$ cat src/hdl/core_pkg.sv
// Datapath widths, register id and word types, alu operation enum
package core_pkg;

  localparam int XLEN = 64;

  // Word forms work on this many low bits, then sign-extend
  localparam int WORD_BITS = 32;

  typedef logic [XLEN-1:0]      xlen_t;
  typedef logic [WORD_BITS-1:0] word_t;
  typedef logic [4:0]           reg_id_t;

  // Shift amounts, 6 bits for full width and 5 for word forms
  typedef logic [5:0] shamt_t;
  typedef logic [4:0] shamt_w_t;

  typedef enum logic [3:0] {
    ALU_ADD    = 4'd0,
    ALU_SUB    = 4'd1,
    ALU_SLL    = 4'd2,
    ALU_SLT    = 4'd3,
    ALU_SLTU   = 4'd4,
    ALU_XOR    = 4'd5,
    ALU_SRL    = 4'd6,
    ALU_SRA    = 4'd7,
    ALU_OR     = 4'd8,
    ALU_AND    = 4'd9,
    // LUI result is the immediate itself
    ALU_PASS_B = 4'd10
  } alu_op_e;

endpackage

$ cat src/hdl/int_result.sv
// Register file with two read ports, write-back and retire registers
module int_result #(
  parameter int REG_COUNT = 32
) (
  input  logic                clk,
  input  logic                rstn,
  input  core_pkg::reg_id_t   rf_rs1,
  input  core_pkg::reg_id_t   rf_rs2,
  output core_pkg::xlen_t     rf_rs1_data,
  output core_pkg::xlen_t     rf_rs2_data,
  input  logic                ex_valid,
  input  logic                ex_we,
  input  core_pkg::reg_id_t   ex_rd,
  input  core_pkg::xlen_t     ex_data,
  output logic                retire_valid,
  output logic                retire_we,
  output core_pkg::reg_id_t   retire_rd,
  output core_pkg::xlen_t     retire_data
);

  localparam int IDX_W = $clog2(REG_COUNT);

  core_pkg::xlen_t regs [REG_COUNT];
  logic            wr_en;

  assign wr_en = ex_valid && ex_we;

  // Entry zero is never written, decode clears we for rd zero
  always_ff @(posedge clk or negedge rstn) begin
    if (!rstn) begin
      for (int i = 0; i < REG_COUNT; i++) begin
        regs[i] <= '0;
      end
    end else if (wr_en) begin
      regs[ex_rd[IDX_W-1:0]] <= ex_data;
    end
  end

  // Out of range ids belong to unsupported encodings and read as zero
  assign rf_rs1_data = (rf_rs1 != '0 && rf_rs1 < REG_COUNT) ? regs[rf_rs1[IDX_W-1:0]] : '0;
  assign rf_rs2_data = (rf_rs2 != '0 && rf_rs2 < REG_COUNT) ? regs[rf_rs2[IDX_W-1:0]] : '0;

  always_ff @(posedge clk or negedge rstn) begin
    if (!rstn) begin
      retire_valid <= 1'b0;
      retire_we    <= 1'b0;
    end else begin
      retire_valid <= ex_valid;
      retire_we    <= wr_en;
    end
  end

  always_ff @(posedge clk) begin
    retire_rd   <= ex_rd;
    retire_data <= ex_data;
  end

  a_write_addr_ok: assert property (@(posedge clk) disable iff (!rstn)
    wr_en |-> (ex_rd != '0 && ex_rd < REG_COUNT));

endmodule

$ cat config.mk
export PLATFORM = sky130hd
export DESIGN_NAME = int_result
export DESIGN_NICKNAME = d
export VERILOG_FILES = /design/src/hdl/core_pkg.sv /design/src/hdl/int_result.sv
export SDC_FILE = /design/constraint.sdc
export NUM_CORES = 2
export LEC_CHECK = 0
export BUFFER_PORTS_ARGS = -buffer_cell sky130_fd_sc_hd__buf_2
export CORE_AREA = 2 2 565 567
export DETAILED_ROUTE_END_ITERATION = 10
export DIE_AREA = 0 0 567 569
export PLACE_DENSITY = 0.57
export SYNTH_ARGS = -nofsm -noshare
export SYNTH_HDL_FRONTEND = slang
export SYNTH_SLANG_ARGS = --single-unit
$ cat constraint.sdc
create_clock -name clk -period 4.7 [get_ports clk]
set_clock_uncertainty 0.2 [all_clocks]
set_input_delay 1.41 -clock clk [delete_from_list [all_inputs] [get_ports clk]]
set_output_delay 1.41 -clock clk [all_outputs]
set_load 0.1 [all_outputs]
Word-level counts from Yosys, hierarchy flattened
Cells that the tools add are included.
{ "totals": {"ff_bits": 2119, "input_bits": 83, "out_inout_bits": 199, "word_cells": 58} }
{ "op_classes": {"magnitude_cmp": 4, "muxes": 11, "bitwise_logic": 3, "reduce_logical": 4} }
{ "ops": {"columns": ["cell", "n"], "rows": [
  ["$bwmux W2048", 1],
  ["$bmux W64 S5", 2],
  ["$mux W64", 7],
  ["$demux W64 S5", 1],
  ["$ge A6 B6 Y1 const B", 3],
  ["$not A5 Y6", 3],
  ["$reduce_bool A5 Y1", 2],
  ["$lt A6 B1 Y1 const B", 1],
  ["$logic_and A1 B1 Y1", 2]
]} }

Logic depth before layout (Yosys ltp)
{ "logic_depth": {"depth_word": 6, "depth_mapped": 10, "depth_no_buf": 5} }

Least setup slack after synthesis
OpenSTA, ideal clock, no wires.
{ "synth_path": {"path_kind": "input to output", "start": "in rf_rs1[1]", "end": "out rf_rs1_data[27]", "arrival_time_ps": 5533, "required_time_ps": 3090, "path_slack_ps": -2443, "cell_stages": 9, "path_buffers": 4, "path_cell_list": "buf_2 > or3_1 > clkbuf_1 > buf_2 > buf_2 > o21ai_1 > or3_1 > a21oi_1 > nor4_1"} }
{ "synth_via": {"elab_chain_len": 5, "elab_cells_between_ends": 6, "classes_between": "4 x mux; 1 x bitwise; 1 x reduce/logical"} }
{ "synth_lines": {"columns": ["element", "line_no", "rtl"], "rows": [
  ["start, declared", "int_result.sv:7", "input core_pkg::reg_id_t rf_rs1,"],
  ["$not A5 Y6 (not written as such)", "int_result.sv:40", "assign rf_rs1_data = (rf_rs1 != '0 && rf_rs1 < REG_COUNT) ? regs[rf_rs1[IDX_W-1:0]] : '0;"],
  ["$bmux W64 S5", "int_result.sv:40", null],
  ["$mux W64 (not written as such) (2 in a row)", "int_result.sv:40", null],
  ["$mux W64 (*)", "int_result.sv:40", null],
  ["end, declared", "int_result.sv:9", "output core_pkg::xlen_t rf_rs1_data,"]
]} }
Every way passes the cells marked *; elsewhere a longest branch is shown, timed or not. The select of a mux whose other input is x is not followed.

Worst setup path in the final report
{ "layout_path": {"start": "in rf_rs1[3]", "end": "out rf_rs1_data[45]"} }
Same word-level chain as after synthesis.

==> impl_metrics.toml <==
[timing]
fin_setup_tns_ps = -56820
period_minus_slack_ps = 5350
fmaxAchievable_mhz = 187
rsz0062_at_grt = "true"
worst_slew_pin_slew_ps = 1020
setup_viol = 128
setup_slack_ps = -652
maxSlewViolCount = 0
finalCritPeriodShare = 1.14
worst_slew_margin_rel = 0.319
hold_viol_final = 0

[cells_and_area]
final_nets = 8198
areaGrowthSynthToFinish_pct = 28.5
fin_area_mm2 = 0.142
drive_above_1_share = 0.464
final_core_util = 0.448

[clock_network]
cts_buffers = 235
cts_root_buf = "clkbuf_16"
clock_path_buffers = 4
htreeDepth = 4
clkSlewWorstSetupHoldPaths_ps = 60
cts_sinks = 2119
insertion_delay_ps = 880
cts_tree = "done"

[floorplan]
fp.coreArea_mm2 = 0.317
die-area_mm2 = 0.323
row_count = 207
io_pins = 282
start_util = 0.349
die_w_um = 567
die_y_um = 569

[pwr]
power.switching_mw = 15.8
internal-power_mw = 38.1
p_leak_nw = 63.8
peakVddDrop_v = 0.000305
p_comb_frac = 0.221
p_sw_frac = 0.293
power.density_mw_per_mm2 = 380
clock_power_share = 0.363
power.share.sequential = 0.416

[global_route]
grt_pass1_wl_um = 601000
grt_max_degree = 153
grt_overflow = 0
grt_antenna_before_repair = 17
grt_pass1_vias = 77700
track_usage = 0.258

[critical_path]
end_kind = "output pin"
reg2reg_slack_ps = 3630
start_kind = "primary input"
cp_max_fo = 7
r2r_start = "regs[1877]"
path_class = "in2out"
crit_start = "rf_rs1[3]"
crit_arrival_ps = 3740
rr_endpoint = "regs[1877]"
rr_worst_depth = 1
critPathRequiredTime_ps = 3090

[logic_synthesis]
netlist_instances = 7318
synthArstFlopShare = 0.967
yosysTopAreaCell = "dfrtp_1"
syn_nets = 7401
ys_seq_area_frac = 0.477
synth_edf_count = 0
netlist_top_cells_count = "dfrtp_1, mux2_1, mux4_2"
synth_ff_type = "dfrtp_1"
syn_avg_cell_area_um2 = 15.1
ys_warn_count = 0
ys_ff_latch = 2119
synth_top_area_frac = 0.465
synth.distinct_cells = 46
synth_most_common_cell = "dfrtp_1"
synth_area_mm2 = 0.110
yosys-top-cells-area = "dfrtp_1, mux4_2, mux2_1"

[status]
status = "complete, but fails checks"
violations = "negative setup slack"

[routing]
wl_um = 425000
drtIter0Drc = 6573
via_count = 75200
drtAntennaViolNets = 0
via_per_inst = 6.01
drc = 0
drt_pre_antenna_iters = 5
avgRoutedWirePerCell_um = 34.0

[place]
place_congestion = 0.845
post_dp_cell_area_mm2 = 0.126
hpwlAfterDp_um = 264000
portBuffers = 281

[min_path]
hold_path_class = "in2async"

[job]
maxCapViolations = 0
-- cells by family (layout without fill, tap and decap cells) --
group                  count (synthesis)  count (layout)  share of synthesized area
other                                  0               9                          0
multiplexers                        3502            3502                      0.439
AND/OR/NAND/NOR                      339             339                     0.0165
flip-flops                          2119            2119                      0.477
AO/OA/AOI/OAI                        579             579                     0.0352
buffers and inverters                779            1769                     0.0322
-- per-stage QoR --
stage	total power, mW	cells	worst slack [ps]	hold WS [ps]
2_1_floorplan	29.4	7318	-704	270
6_report	53.9	12500	-652	240
5_1_grt	55.8	12500	-643	236
3_5_place_dp	33.6	11800	-847	290
4_1_cts	53.7	12400	-592	228
3_3_place_gp	33.2	11800	-870	279
-- worst max path at each step --
| stage | endpoint | slack (ps) | depth (start not counted) |
|---|---|---|---|
| 3_3_place_gp | rf_rs1_data[45] | -870 | 10 |
| 3_5_place_dp | rf_rs1_data[45] | -850 | 10 |
| 2_1_floorplan | rf_rs2_data[55] | -700 | 7 |
| 5_1_grt | rf_rs1_data[20] | -640 | 11 |
| 6_report | rf_rs1_data[45] | -650 | 10 |
| 4_1_cts | rf_rs1_data[53] | -590 | 11 |
-- routing by layer --
| layer | vias up | GRT usage | share of wire |
|---|---|---|---|
| met5 | - | 0 | 0.000028 |
| met4 | 2 | 0.118 | 0.052 |
| met3 | 827 | 0.0379 | 0.062 |
| met2 | 2930 | 0.418 | 0.48 |
| met1 | 41400 | 0.341 | 0.41 |
| li1 | 30000 | - | - |
-- power groups by stage --
stage | registers (mW) | logic, mW | clock network (mW)
2_1_floorplan | 22.2 | 7.17 | 0
3_3_place_gp | 22.4 | 10.8 | 0
3_5_place_dp | 22.6 | 10.9 | 0
6_report | 22.4 | 11.9 | 19.5
5_1_grt | 22.7 | 12.5 | 20.6
4_1_cts | 22.3 | 11.6 | 19.9
-- flip-flops by register name (all words and copies together), names as in the netlist --
name / cells
regs: 2048
retire_data: 64
retire_rd: 5
retire_valid: 1
retire_we: 1
-- cells in the final DEF (no fill, tap or decap), drive strengths merged, types with 23 or more instances in the layout --
master	synthesis	routed
a211oi	80	80
o21ai	71	71
a22o	32	32
clkbuf	399	373
nor2b	61	61
o221ai	42	42
nand2	41	41
clkinv	0	45
nor4	24	24
buf	378	1307
o22ai	182	182
dfxtp	69	69
mux2	2067	2067
a21oi	63	63
dfrtp	2050	2050
nor3	23	23
a21o	61	61
mux4	866	866
nor2	80	80
bufinv	0	23
mux2i	569	569
or3	52	52
-- repair_timing --
| item | in CTS | in global routing |
|---|---|---|
| gates cloned | 38 | 21 |
| pin swaps | 145 | 151 |
| setup endpoints to repair | 128 | 128 |
| setup buffers | 146 | 131 |
| hold buffers | 0 | 0 |
| resized for setup | 480 | 365 |
-- area by class of cell --
class                      count  area (um2)
antenna                        9        22.5
clock buffer                 350        7010
clock inverter                80        1040
fill                       27600      175000
inverter                       2        7.51
multi-input combinational   4420       58400
sequential                  2119       52700
tap                         4180        5230
timing repair buffer        1337       17500
-- worst max-delay path: stages --
cell,delay (ps)
buf_12,120
or3b_4,430
buf_12,160
buf_6,120
o22ai_2,130
or3_4,160
a211oi_4,40
nor4_4,710
buf_4,250
buf_12,170
Power figures use the tool's default switching activity.
