File: src/hdl/core_pkg.sv
// Datapath widths, register id and word types, alu operation enum
package core_pkg;

  localparam int XLEN = 64;

  // Word forms work on this many low bits, then sign-extend
  localparam int WORD_BITS = 32;

  typedef logic [XLEN-1:0]      xlen_t;
  typedef logic [WORD_BITS-1:0] word_t;
  typedef logic [4:0]           reg_id_t;

  // Shift amounts, 6 bits for full width and 5 for word forms
  typedef logic [5:0] shamt_t;
  typedef logic [4:0] shamt_w_t;

  typedef enum logic [3:0] {
    ALU_ADD    = 4'd0,
    ALU_SUB    = 4'd1,
    ALU_SLL    = 4'd2,
    ALU_SLT    = 4'd3,
    ALU_SLTU   = 4'd4,
    ALU_XOR    = 4'd5,
    ALU_SRL    = 4'd6,
    ALU_SRA    = 4'd7,
    ALU_OR     = 4'd8,
    ALU_AND    = 4'd9,
    // LUI result is the immediate itself
    ALU_PASS_B = 4'd10
  } alu_op_e;

endpackage

File: src/hdl/rv_isa_pkg.sv
// RISC-V instruction field types, opcode, funct3 and funct7 constants
package rv_isa_pkg;

  typedef logic [31:0] inst_t;
  typedef logic [6:0]  opcode_t;
  typedef logic [2:0]  funct3_t;
  typedef logic [6:0]  funct7_t;

  // Major opcodes of the integer arithmetic group
  localparam opcode_t OPC_OP        = 7'b0110011;
  localparam opcode_t OPC_OP_IMM    = 7'b0010011;
  localparam opcode_t OPC_OP_32     = 7'b0111011;
  localparam opcode_t OPC_OP_IMM_32 = 7'b0011011;
  localparam opcode_t OPC_LUI       = 7'b0110111;

  // funct3 of the arithmetic functions
  localparam funct3_t F3_ADD_SUB = 3'b000;
  localparam funct3_t F3_SLL     = 3'b001;
  localparam funct3_t F3_SLT     = 3'b010;
  localparam funct3_t F3_SLTU    = 3'b011;
  localparam funct3_t F3_XOR     = 3'b100;
  localparam funct3_t F3_SRL_SRA = 3'b101;
  localparam funct3_t F3_OR      = 3'b110;
  localparam funct3_t F3_AND     = 3'b111;

  // Base and alternate funct7; the alternate one picks sub and sra
  localparam funct7_t FUNCT7_BASE = 7'b0000000;
  localparam funct7_t FUNCT7_ALT  = 7'b0100000;

endpackage

File: src/hdl/int_decode.sv
// Decode stage: field split, alu op mapping, immediates and the decode register
module int_decode #(
  parameter int REG_COUNT = 32
) (
  input  logic                clk,
  input  logic                rstn,
  input  logic                inst_valid,
  input  rv_isa_pkg::inst_t   inst,
  output logic                dec_valid,
  output logic                dec_we,
  output core_pkg::alu_op_e   dec_alu_op,
  output logic                dec_word,
  output logic                dec_use_imm,
  output core_pkg::xlen_t     dec_imm,
  output core_pkg::reg_id_t   dec_rs1,
  output core_pkg::reg_id_t   dec_rs2,
  output core_pkg::reg_id_t   dec_rd
);

  rv_isa_pkg::opcode_t opcode;
  rv_isa_pkg::funct3_t funct3;
  rv_isa_pkg::funct7_t funct7;
  core_pkg::reg_id_t   rs1;
  core_pkg::reg_id_t   rs2;
  core_pkg::reg_id_t   rd;
  core_pkg::xlen_t     imm_i;
  core_pkg::xlen_t     imm_u;
  core_pkg::xlen_t     imm_sh;
  core_pkg::xlen_t     imm_sh_w;
  core_pkg::xlen_t     imm;
  core_pkg::alu_op_e   alu_op;
  logic                known;
  logic                word;
  logic                use_imm;
  logic                uses_rs1;
  logic                uses_rs2;
  logic                ids_ok;
  logic                is_base;
  logic                is_alt;

  // Shared mapping; alt only matters for add/sub and srl/sra
  function automatic core_pkg::alu_op_e arith_op(rv_isa_pkg::funct3_t f3, logic alt);
    core_pkg::alu_op_e op;
    case (f3)
      rv_isa_pkg::F3_ADD_SUB: op = alt ? core_pkg::ALU_SUB : core_pkg::ALU_ADD;
      rv_isa_pkg::F3_SLL:     op = core_pkg::ALU_SLL;
      rv_isa_pkg::F3_SLT:     op = core_pkg::ALU_SLT;
      rv_isa_pkg::F3_SLTU:    op = core_pkg::ALU_SLTU;
      rv_isa_pkg::F3_XOR:     op = core_pkg::ALU_XOR;
      rv_isa_pkg::F3_SRL_SRA: op = alt ? core_pkg::ALU_SRA : core_pkg::ALU_SRL;
      rv_isa_pkg::F3_OR:      op = core_pkg::ALU_OR;
      default:                op = core_pkg::ALU_AND;
    endcase
    return op;
  endfunction

  assign opcode = inst[6:0];
  assign rd     = inst[11:7];
  assign funct3 = inst[14:12];
  assign rs1    = inst[19:15];
  assign rs2    = inst[24:20];
  assign funct7 = inst[31:25];

  assign is_base = (funct7 == rv_isa_pkg::FUNCT7_BASE);
  assign is_alt  = (funct7 == rv_isa_pkg::FUNCT7_ALT);

  assign imm_i    = {{(core_pkg::XLEN-12){inst[31]}}, inst[31:20]};
  assign imm_u    = {{(core_pkg::XLEN-32){inst[31]}}, inst[31:12], 12'b0};
  assign imm_sh   = {{(core_pkg::XLEN-6){1'b0}}, inst[25:20]};
  assign imm_sh_w = {{(core_pkg::XLEN-5){1'b0}}, inst[24:20]};

  always_comb begin
    known    = 1'b0;
    word     = 1'b0;
    use_imm  = 1'b0;
    uses_rs1 = 1'b1;
    uses_rs2 = 1'b0;
    imm      = imm_i;
    alu_op   = arith_op(funct3, inst[30] && (funct3 == rv_isa_pkg::F3_SRL_SRA));
    case (opcode)
      rv_isa_pkg::OPC_OP: begin
        uses_rs2 = 1'b1;
        alu_op   = arith_op(funct3, inst[30]);
        known    = is_base || (is_alt && (funct3 == rv_isa_pkg::F3_ADD_SUB ||
                                          funct3 == rv_isa_pkg::F3_SRL_SRA));
      end
      rv_isa_pkg::OPC_OP_IMM: begin
        use_imm = 1'b1;
        known   = 1'b1;
        // shamt[5] sits in funct7[0] on RV64
        if (funct3 == rv_isa_pkg::F3_SLL) begin
          imm   = imm_sh;
          known = (funct7[6:1] == rv_isa_pkg::FUNCT7_BASE[6:1]);
        end else if (funct3 == rv_isa_pkg::F3_SRL_SRA) begin
          imm   = imm_sh;
          known = (funct7[6:1] == rv_isa_pkg::FUNCT7_BASE[6:1]) ||
                  (funct7[6:1] == rv_isa_pkg::FUNCT7_ALT[6:1]);
        end
      end
      rv_isa_pkg::OPC_OP_32: begin
        word     = 1'b1;
        uses_rs2 = 1'b1;
        alu_op   = arith_op(funct3, inst[30]);
        known    = (is_base && (funct3 == rv_isa_pkg::F3_ADD_SUB ||
                                funct3 == rv_isa_pkg::F3_SLL ||
                                funct3 == rv_isa_pkg::F3_SRL_SRA)) ||
                   (is_alt && (funct3 == rv_isa_pkg::F3_ADD_SUB ||
                               funct3 == rv_isa_pkg::F3_SRL_SRA));
      end
      rv_isa_pkg::OPC_OP_IMM_32: begin
        word    = 1'b1;
        use_imm = 1'b1;
        if (funct3 == rv_isa_pkg::F3_ADD_SUB) begin
          known = 1'b1;
        end else if (funct3 == rv_isa_pkg::F3_SLL) begin
          imm   = imm_sh_w;
          known = is_base;
        end else if (funct3 == rv_isa_pkg::F3_SRL_SRA) begin
          imm   = imm_sh_w;
          known = is_base || is_alt;
        end
      end
      rv_isa_pkg::OPC_LUI: begin
        uses_rs1 = 1'b0;
        use_imm  = 1'b1;
        imm      = imm_u;
        alu_op   = core_pkg::ALU_PASS_B;
        known    = 1'b1;
      end
      default: known = 1'b0;
    endcase
  end

  // Only matters for the E variant
  assign ids_ok = (rd < REG_COUNT) &&
                  (!uses_rs1 || rs1 < REG_COUNT) &&
                  (!uses_rs2 || rs2 < REG_COUNT);

  always_ff @(posedge clk or negedge rstn) begin
    if (!rstn) begin
      dec_valid <= 1'b0;
      dec_we    <= 1'b0;
    end else begin
      dec_valid <= inst_valid;
      dec_we    <= inst_valid && known && ids_ok && (rd != '0);
    end
  end

  always_ff @(posedge clk) begin
    dec_alu_op  <= alu_op;
    dec_word    <= word;
    dec_use_imm <= use_imm;
    dec_imm     <= imm;
    dec_rs1     <= rs1;
    dec_rs2     <= rs2;
    dec_rd      <= rd;
  end

  a_inst_valid_known: assert property (@(posedge clk) disable iff (!rstn)
    !$isunknown(inst_valid));

endmodule

File: config.mk
export PLATFORM = sky130hd
export DESIGN_NAME = int_decode
export DESIGN_NICKNAME = d
export VERILOG_FILES = /design/src/hdl/core_pkg.sv /design/src/hdl/rv_isa_pkg.sv /design/src/hdl/int_decode.sv
export SDC_FILE = /design/constraint.sdc
export NUM_CORES = 1
export LEC_CHECK = 0
export BUFFER_PORTS_ARGS = -buffer_cell sky130_fd_sc_hd__buf_4
export CELL_PAD_IN_SITES_DETAIL_PLACEMENT = 1
export CELL_PAD_IN_SITES_GLOBAL_PLACEMENT = 1
export CORE_UTILIZATION = 29
export CTS_CLUSTER_DIAMETER = 30
export DETAILED_ROUTE_END_ITERATION = 7
export GPL_TIMING_DRIVEN = 0
export PLACE_DENSITY = 0.78
export SLEW_MARGIN = 20
export SYNTH_ARGS = -nofsm -noshare
export SYNTH_HDL_FRONTEND = slang
export SYNTH_SLANG_ARGS = --single-unit
export TNS_END_PERCENT = 1
File: constraint.sdc
create_clock -name clk -period 1.7 [get_ports clk]
set_input_delay 0.34 -clock clk [delete_from_list [all_inputs] [get_ports clk]]
set_output_delay 0.34 -clock clk [all_outputs]
set_load 0.01 [all_outputs]
After elaboration in Yosys (flattened, before gate mapping) --
Cells that the tools add are included.
Storage, ports and cells: bits in registers 87, logic and storage cells 62, input port bits 35
Cells by class: mux-type cells 21, equal/unequal tests 13, reductions and logical operators 19
Operators by type and width (count):
- $mux 64 | 5
- $pmux 64 s3 | 1
- $pmux 4 s7 | 2
- $eq 7x6->1 const B | 4
- $eq 7x5->1 const B | 2
- $mux 1 | 11
- $eq 3x3->1 const B | 3
- $pmux 4 s2 | 1
- $logic_not 7->1 | 1
- $logic_or 1x1->1 | 7
- $eq 3x2->1 const B | 2
- $eq 6x5->1 const B | 1
- $logic_not 6->1 | 1
- $logic_and 1x1->1 | 5
- $pmux 1 s5 | 1
- $reduce_bool 5->1 | 1
- $reduce_or 2->1 | 2
- $eq 3x1->1 const B | 1
- $logic_not 3->1 | 1
- $reduce_or 3->1 | 1

Logic depth before layout (Yosys ltp) --
Gate-level depths: netlist of the first run.
depth after elaboration 8, depth in mapped cells 7, depth with buffers taken out 5

Least setup slack after synthesis of the first run --
Ideal clock, no wire load.
kind input port to flip-flop, from input inst[31], to register dec_we, setup slack 0.055 ns, stages on the path 5, data required time 1.618 ns, buffers on the path 0, data arrival time 1.563 ns, library setup time 0.082 ns, cell sequence or3_1 or4_4 nor4_1 nor2_1 a31oi_1
On the way: longest elaborated chain between the ends 8, elaborated cells between the ends (all ways) 18, classes of those cells eq/ne: 2; mux: 6; reduce/logical: 10
Ends and longest elaborated chain:
- start: declaration | line int_decode.sv:8 | input rv_isa_pkg::inst_t inst,
- $eq 7x6->1 or $logic_not 7->1 (tied branches) | line int_decode.sv:65, int_decode.sv:64
- $logic_or 1x1->1 | line int_decode.sv:120 | known = is_base || is_alt;
- $mux 1 | line int_decode.sv:118 | end else if (funct3 == rv_isa_pkg::F3_SRL_SRA) begin
- $mux 1 | line int_decode.sv:115 | end else if (funct3 == rv_isa_pkg::F3_SLL) begin
- $mux 1 | line int_decode.sv:113 | if (funct3 == rv_isa_pkg::F3_ADD_SUB) begin
- $pmux 1 s5 * | line int_decode.sv:80 | case (opcode)
- $logic_and 1x1->1 * (2 in series) | line int_decode.sv:145 | dec_we <= inst_valid && known && ids_ok && (rd != '0);
- end signal: assignment | line int_decode.sv:145
- end: declaration | line int_decode.sv:10 | output logic dec_we,
Mark *: on every way between the ends. The rest lies on a longest branch, timed or not.

Final worst setup path of the first run --
Ends and elaborated chain as after synthesis.

==> results of run 1 <==
-- cell usage after synthesis, types with 2 or more instances --
cell type	instances	area share, %
o21a_1	2	0.80
buf_2	4	1.1
and2_1	6	2.0
nor2_1	9	1.8
nand2_1	4	0.80
inv_1	2	0.40
a21oi_1	2	0.53
or3_1	2	0.67
dfrtp_1	2	2.7
buf_4	32	13
nand3b_1	2	0.80
o21ai_0	4	1.1
nand3_1	2	0.53
dfxtp_1	53	57
a21o_1	19	7.6
a2111oi_0	2	0.94
nand2b_1	2	0.67
nor2b_1	5	1.7
-- sequential cells by signal, indices dropped and copies added, names as in the netlist --
| signal | count |
|---|---|
| dec_alu_op | 4 |
| dec_imm | 32 |
| dec_rd | 5 |
| dec_rs1 | 5 |
| dec_rs2 | 5 |
| dec_use_imm | 1 |
| dec_valid | 1 |
| dec_we | 1 |
| dec_word | 1 |
-- through the flow --
step	setup WS, ps	utilization [%]	power [W]	hold WS (ps)
after global routing	-32.5	49.5	0.00279	127
final	118	49.5	0.00268	141
after global placement	-338	47.3	0.00186	128
after CTS	21.9	49.3	0.00272	131
after floorplan	55.1	-	0.00160	44.4
after detailed placement	-325	47.3	0.00188	127
-- what timing repair did --
action	in CTS	in global routing
setup endpoints to repair	37	44
pin swaps	0	1
hold endpoints to repair	2	0
resized for setup	2	3
hold buffers	1	0
-- area by class of cell --
class                      instances  area [µm²]  area share (%)
clock buffer                       5        68.8            2.29
buffer                            37         267            8.88
sequential                        55        1110            37.1
multi-input combinational         75         502            16.7
timing repair buffer             121         911            30.3
tap                               75        93.8            3.13
inverter                           2        7.51           0.250
clock inverter                     2        37.5            1.25
-- worst max path at each step --
stage                           start          end  slack, ps
after floorplan              inst[31]       dec_we         60
after global placement        inst[6]  dec_imm[14]       -340
after detailed placement      inst[6]  dec_imm[13]       -330
after CTS                 dec_imm[62]  dec_imm[57]         20
after global routing         inst[12]  dec_imm[30]        -30
final                        inst[31]       dec_we        120
-- per-layer routing --
layer | global-route usage (%) | wire, µm
met1 | 15.5 | 1930
met2 | 28.8 | 2710
met3 | 4.18 | 435
met4 | 5.44 | 73
met5 | 0 | 0
-- power by group --
group          total [W]  leakage (nW)  internal (W)  switching (W)
clock           0.000840        0.0502      0.000431       0.000409
combinational   0.000448          1.01      0.000264       0.000184
sequential       0.00139         0.472       0.00136      0.0000300
total            0.00268          1.53       0.00206       0.000623
-- cell families (layout without fill, tap and decap cells) --
logic type	after synthesis	count (layout)	share of synthesized area [%]
flip-flops	55	55	59.4
AND/OR/NAND/NOR	41	41	13.1
buffers and inverters	39	167	14.5
AO/OA/AOI/OAI	34	34	13.0
==> summary.md, run 1 <==
| Metric | Value |
|---|---|
| Outcome | `finished clean` |
| Post-route minimum period | `1580 ps` |
| Number of buffers created by CTS | `5` |
| Core area | `6060 µm²` |
| Count of port buffers added during placement | `120` |
| Signal arrival time at the worst endpoint | `1800 ps` |
| Root buffer cell | `clkbuf_8` |
| Number of distinct standard cells referenced by the synthesized netlist | `33` |
| Slew at the pin closest to its max-slew limit | `434 ps` |
| Antenna Violating Nets Remaining | `0` |
| Count of state elements after synthesis | `55` |
| Number of flops mapped to enable cells by yosys | `0` |
| Final Non-Filler Cells | `372` |
| Count of cells along the worst hold path | `1` |
| Number of diodes | `0` |
| Worst Hold Endpoint | `dec_rs1[0]` |
| Average cell area after synthesis | `11.1 µm²` |
| Critical path depth | `6` |
| TritonCTS clock tree | `yes` |
| Antenna violations before repair | `0` |
| Fraction of layout cells with a size suffix above 1 | `56.6%` |
| Chip height | `82.3 µm` |
| Peak supply drop | `0.000494 V` |
| Post-CTS setup buffer count | `0` |
| GR Util All Layers | `15.1%` |
| Number of fillers in the final layout | `706` |
| Area of the die | `6780 µm²` |
| Synth Instances | `169` |
| Number of nets produced by synthesis | `204` |
| Largest net degree at the start of global routing | `34` |
| X dimension of the die | `82.3 µm` |
| Commonest cells after routing, fill and taps aside | `buf_4 (152), dfxtp_1 (52), a21o_1 (19), nor2_1 (9), and2_1 (6)` |
| Unrepaired setup endpoints after global routing | `yes` |
| Crit path buffers/inverters | `1` |
| Via count of the first global-routing pass | `1578` |
| Number of buffers on the longest clock path | `2` |
| Final Hold Viols | `0` |
| Power Density | `892 nW/µm²` |
| Start point of the worst min-delay path | `inst[15]` |
| Num rows | `28` |
| Crit share post-route | `93.0%` |
| Count of endpoints failing setup in the final report | `0` |
| Critical Path Max Stage Delay | `460 ps` |
| Detailed Routing Iterations Pass 1 | `4` |
| Vias after detailed routing | `1641` |
| Most frequent standard cell in the layout excluding fill and tap cells | `buf_4` |
| Total grt overflow | `0` |
| Leak pwr | `1.53 nW` |
| Final-report max-slew violation count | `0` |
| Achievable clock frequency | `632 MHz` |
| Cell-by-cell trace of the critical path | `buf_4 > or3_1 > or4_4 > a211oi_2 > nor2_1 > a31oi_1` |
| Gate family responsible for the most delay along the worst path | `simple AND/OR/NAND/NOR gates` |
| Final net count | `332` |
| Max Fanout on Critical Path | `3` |
| Clock sink count | `55` |
| Netlist Area Pre-Place | `1870 µm²` |
| Total DRC errors in the routed layout | `0` |
| Setup TNS after final layout | `0 ps` |
| Critical path data required time | `1920 ps` |
| Async S/R FF share, synth | `3.64%` |
| Via count normalized by instance count | `4.41` |
| Yosys Warn Count | `0` |
| Worst-case headroom to the max-slew limit | `70.3%` |
| Initial standard-cell utilization of the core | `30.9%` |
| Main flop type after synthesis | `dfxtp_1` |
| Non-Filler Cell Area, Final | `3000 µm²` |
| Clock-pin slew on the worst setup and hold paths | `100 ps` |
| First-pass GRT wire length | `7.67 mm` |
| DR iter-0 viols | `53` |
| CTS H-tree lvls | `2` |
| Crit end category | `flip-flop` |
| Synthesis-to-layout area growth | `60.4%` |
| Setup Crit Path Kind | `in2reg` |
| Sum of net half-perimeters after detailed placement | `4.03 mm` |
| Share of synthesized area occupied by flip-flops and latches | `59.4%` |
| Min-delay worst type | `in2reg` |
| Num ports | `122` |
| Wirelength per Cell | `13.8 µm` |
| Startpoint type of the worst setup path | `input port` |
| Total placed cells including tap cells | `364` |
| Count of maximum capacitance violations | `0` |
| Final wirelength | `5.15 mm` |
| Instance area after placement | `2870 µm²` |
| CP max-delay cell | `or4_4` |
| Placer Congestion | `0.753` |
Power figures use the tool's default switching activity.
==> run 2, diff against run 1 <==
Settings changed: CORE_MARGIN set to 2, CTS_BUF_LIST set to sky130_fd_sc_hd__clkbuf_16.
==> summary.md, run 2 (same netlist as run 1, synthesis figures left out) <==
| Metric | Value |
|---|---|
| Outcome | `finished clean` |
| Number of buffers on the longest clock path | `2 (unchanged)` |
| Slew at the pin closest to its max-slew limit | `458 ps (+23.5 ps)` |
| Final Non-Filler Cells | `375 (+0.81%)` |
| Chip height | `84.3 µm (+2.4%)` |
| Placer Congestion | `0.756 (+0.46%)` |
| Count of port buffers added during placement | `120 (unchanged)` |
| Clock sink count | `55 (unchanged)` |
| Final net count | `332 (unchanged)` |
| Total grt overflow | `0 (unchanged)` |
| Unrepaired setup endpoints after global routing | `no` |
| Instance area after placement | `2870 µm² (about the same)` |
| Worst-case headroom to the max-slew limit | `69.5% (-0.85 points)` |
| GR Util All Layers | `14.4% (-0.69 points)` |
| Sum of net half-perimeters after detailed placement | `4.05 mm (+0.54%)` |
| Critical path data required time | `1930 ps (about the same)` |
| Synthesis-to-layout area growth | `62.9%` |
| Post-route minimum period | `1580 ps (-3.23 ps)` |
| Commonest cells after routing, fill and taps aside | `buf_4 (153), dfxtp_1 (52), a21o_1 (19), nor2_1 (9), and2_1 (6)` |
| Power Density | `937 nW/µm² (+5.1%)` |
| Worst hold margin | `161 ps (+19.4 ps)` |
| Clock-pin slew on the worst setup and hold paths | `70 ps (-30 ps)` |
| DR iter-0 viols | `13 (-75%)` |
| Largest net degree at the start of global routing | `34 (unchanged)` |
| TritonCTS clock tree | `yes` |
| Critical Path Max Stage Delay | `450 ps (about the same)` |
| Signal arrival time at the worst endpoint | `1810 ps (about the same)` |
| Via count normalized by instance count | `4.31 (-2.3%)` |
| Antenna Violating Nets Remaining | `0 (unchanged)` |
| Most frequent standard cell in the layout excluding fill and tap cells | `buf_4` |
| Max Fanout on Critical Path | `10 (+7)` |
| Vias after detailed routing | `1616 (-1.5%)` |
| Number of buffers created by CTS | `5 (unchanged)` |
| Area of the die | `7110 µm² (+4.9%)` |
| Wirelength per Cell | `13.8 µm (-0.34%)` |
| Total placed cells including tap cells | `366 (+0.55%)` |
| Final-report max-slew violation count | `0 (unchanged)` |
| Cell-by-cell trace of the critical path | `buf_4 > and4b_1 > nand2_1 > nor3b_4 > clkbuf_4 > a21o_1` |
| First-pass GRT wire length | `8.09 mm (+5.5%)` |
| Root buffer cell | `clkbuf_16` |
| Via count of the first global-routing pass | `1629 (+3.2%)` |
| Core area | `6310 µm² (+4.2%)` |
| Initial standard-cell utilization of the core | `29.6% (-1.2 points)` |
| Final Hold Viols | `0 (unchanged)` |
| CP max-delay cell | `nor3b_4` |
| Min-delay worst type | `in2reg` |
| Fraction of layout cells with a size suffix above 1 | `56.7% (+0.15 points)` |
| Detailed Routing Iterations Pass 1 | `3 (-1)` |
| Crit share post-route | `92.9% (-0.19 points)` |
| Count of endpoints failing setup in the final report | `0 (unchanged)` |
| X dimension of the die | `84.3 µm (+2.4%)` |
| Achievable clock frequency | `633 MHz (+0.20%)` |
| Non-Filler Cell Area, Final | `3050 µm² (+1.6%)` |
| Antenna violations before repair | `0 (unchanged)` |
| Leak pwr | `1.55 nW (+1.3%)` |
| Startpoint type of the worst setup path | `input port` |
| Max reg flops | `32 (unchanged)` |
| Final wirelength | `5.17 mm (+0.47%)` |
| Most flops, register | `dec_imm` |
| Num rows | `29 (+3.6%)` |
| Overall power after layout | `0.00286 W (+6.7%)` |
| Total DRC errors in the routed layout | `0 (unchanged)` |
| CTS H-tree lvls | `2 (unchanged)` |
| Peak supply drop | `0.000534 V (+8.0%)` |
| Setup Crit Path Kind | `in2reg` |
| Count of maximum capacitance violations | `0 (unchanged)` |
| Number of diodes | `0 (unchanged)` |
| Num ports | `122 (unchanged)` |
| Crit end category | `flip-flop` |
## run 2: through the flow
step	setup WS [ps]	utilization [%]	setup TNS, ps
finish	121	48.3	0
CTS	41.2	48.1	0
floorplan	55.1	-	0
detailed placement	-401	45.4	-8730
global route	6.20	48.3	0
global placement	-347	45.4	-7590
## run 2: worst max-delay path, delay by kind of cell
kind | cells | cell delay, ps
AO/OA/AOI/OAI | 1 | 130
buffers and inverters | 2 | 420
AND/OR/NAND/NOR | 3 | 920
## run 2: layout make-up
type,instances,area (µm²)
flip-flops and latches,55,1110
clock inverters,3,25.0
repair buffers,121,911
multi-input cells,75,500
fillers,735,3260
inverters,2,7.51
well taps,77,96.3
plain buffers,37,269
clock buffers,5,125
## run 2: power by group
part | leakage, nW | internal [W] | switching (W)
combinational | 1.01 | 0.000265 | 0.000185
sequential | 0.472 | 0.00136 | 0.0000297
clock | 0.0700 | 0.000551 | 0.000468
## run 2: path summary, 6_finish.rpt
check	endpoint	depth (start not counted)	slack (ps)	from
max	dec_imm[26]	6	120	inst[6]
min in group asynchronous	dec_valid	2	380	rstn
max in group asynchronous	dec_we	2	1230	rstn
min	dec_rd[2]	1	160	inst[9]
## run 2: what timing repair did
action	CTS	global route
cloned	0	0
endpoints found under the hold margin	2	0
hold buffers	1	0
endpoints found under the setup margin	53	51
gates resized for setup	2	5
pin swaps	0	1
setup buffers	0	0
## run 2: layer usage
metal  global-route usage, %  routed length (µm)  up-vias
met5                       0                   0        -
met4                    4.33                  47        0
met3                    5.70                 543        5
met2                    25.1                2550       79
met1                    16.2                2030      739
li1                        -                   -      793
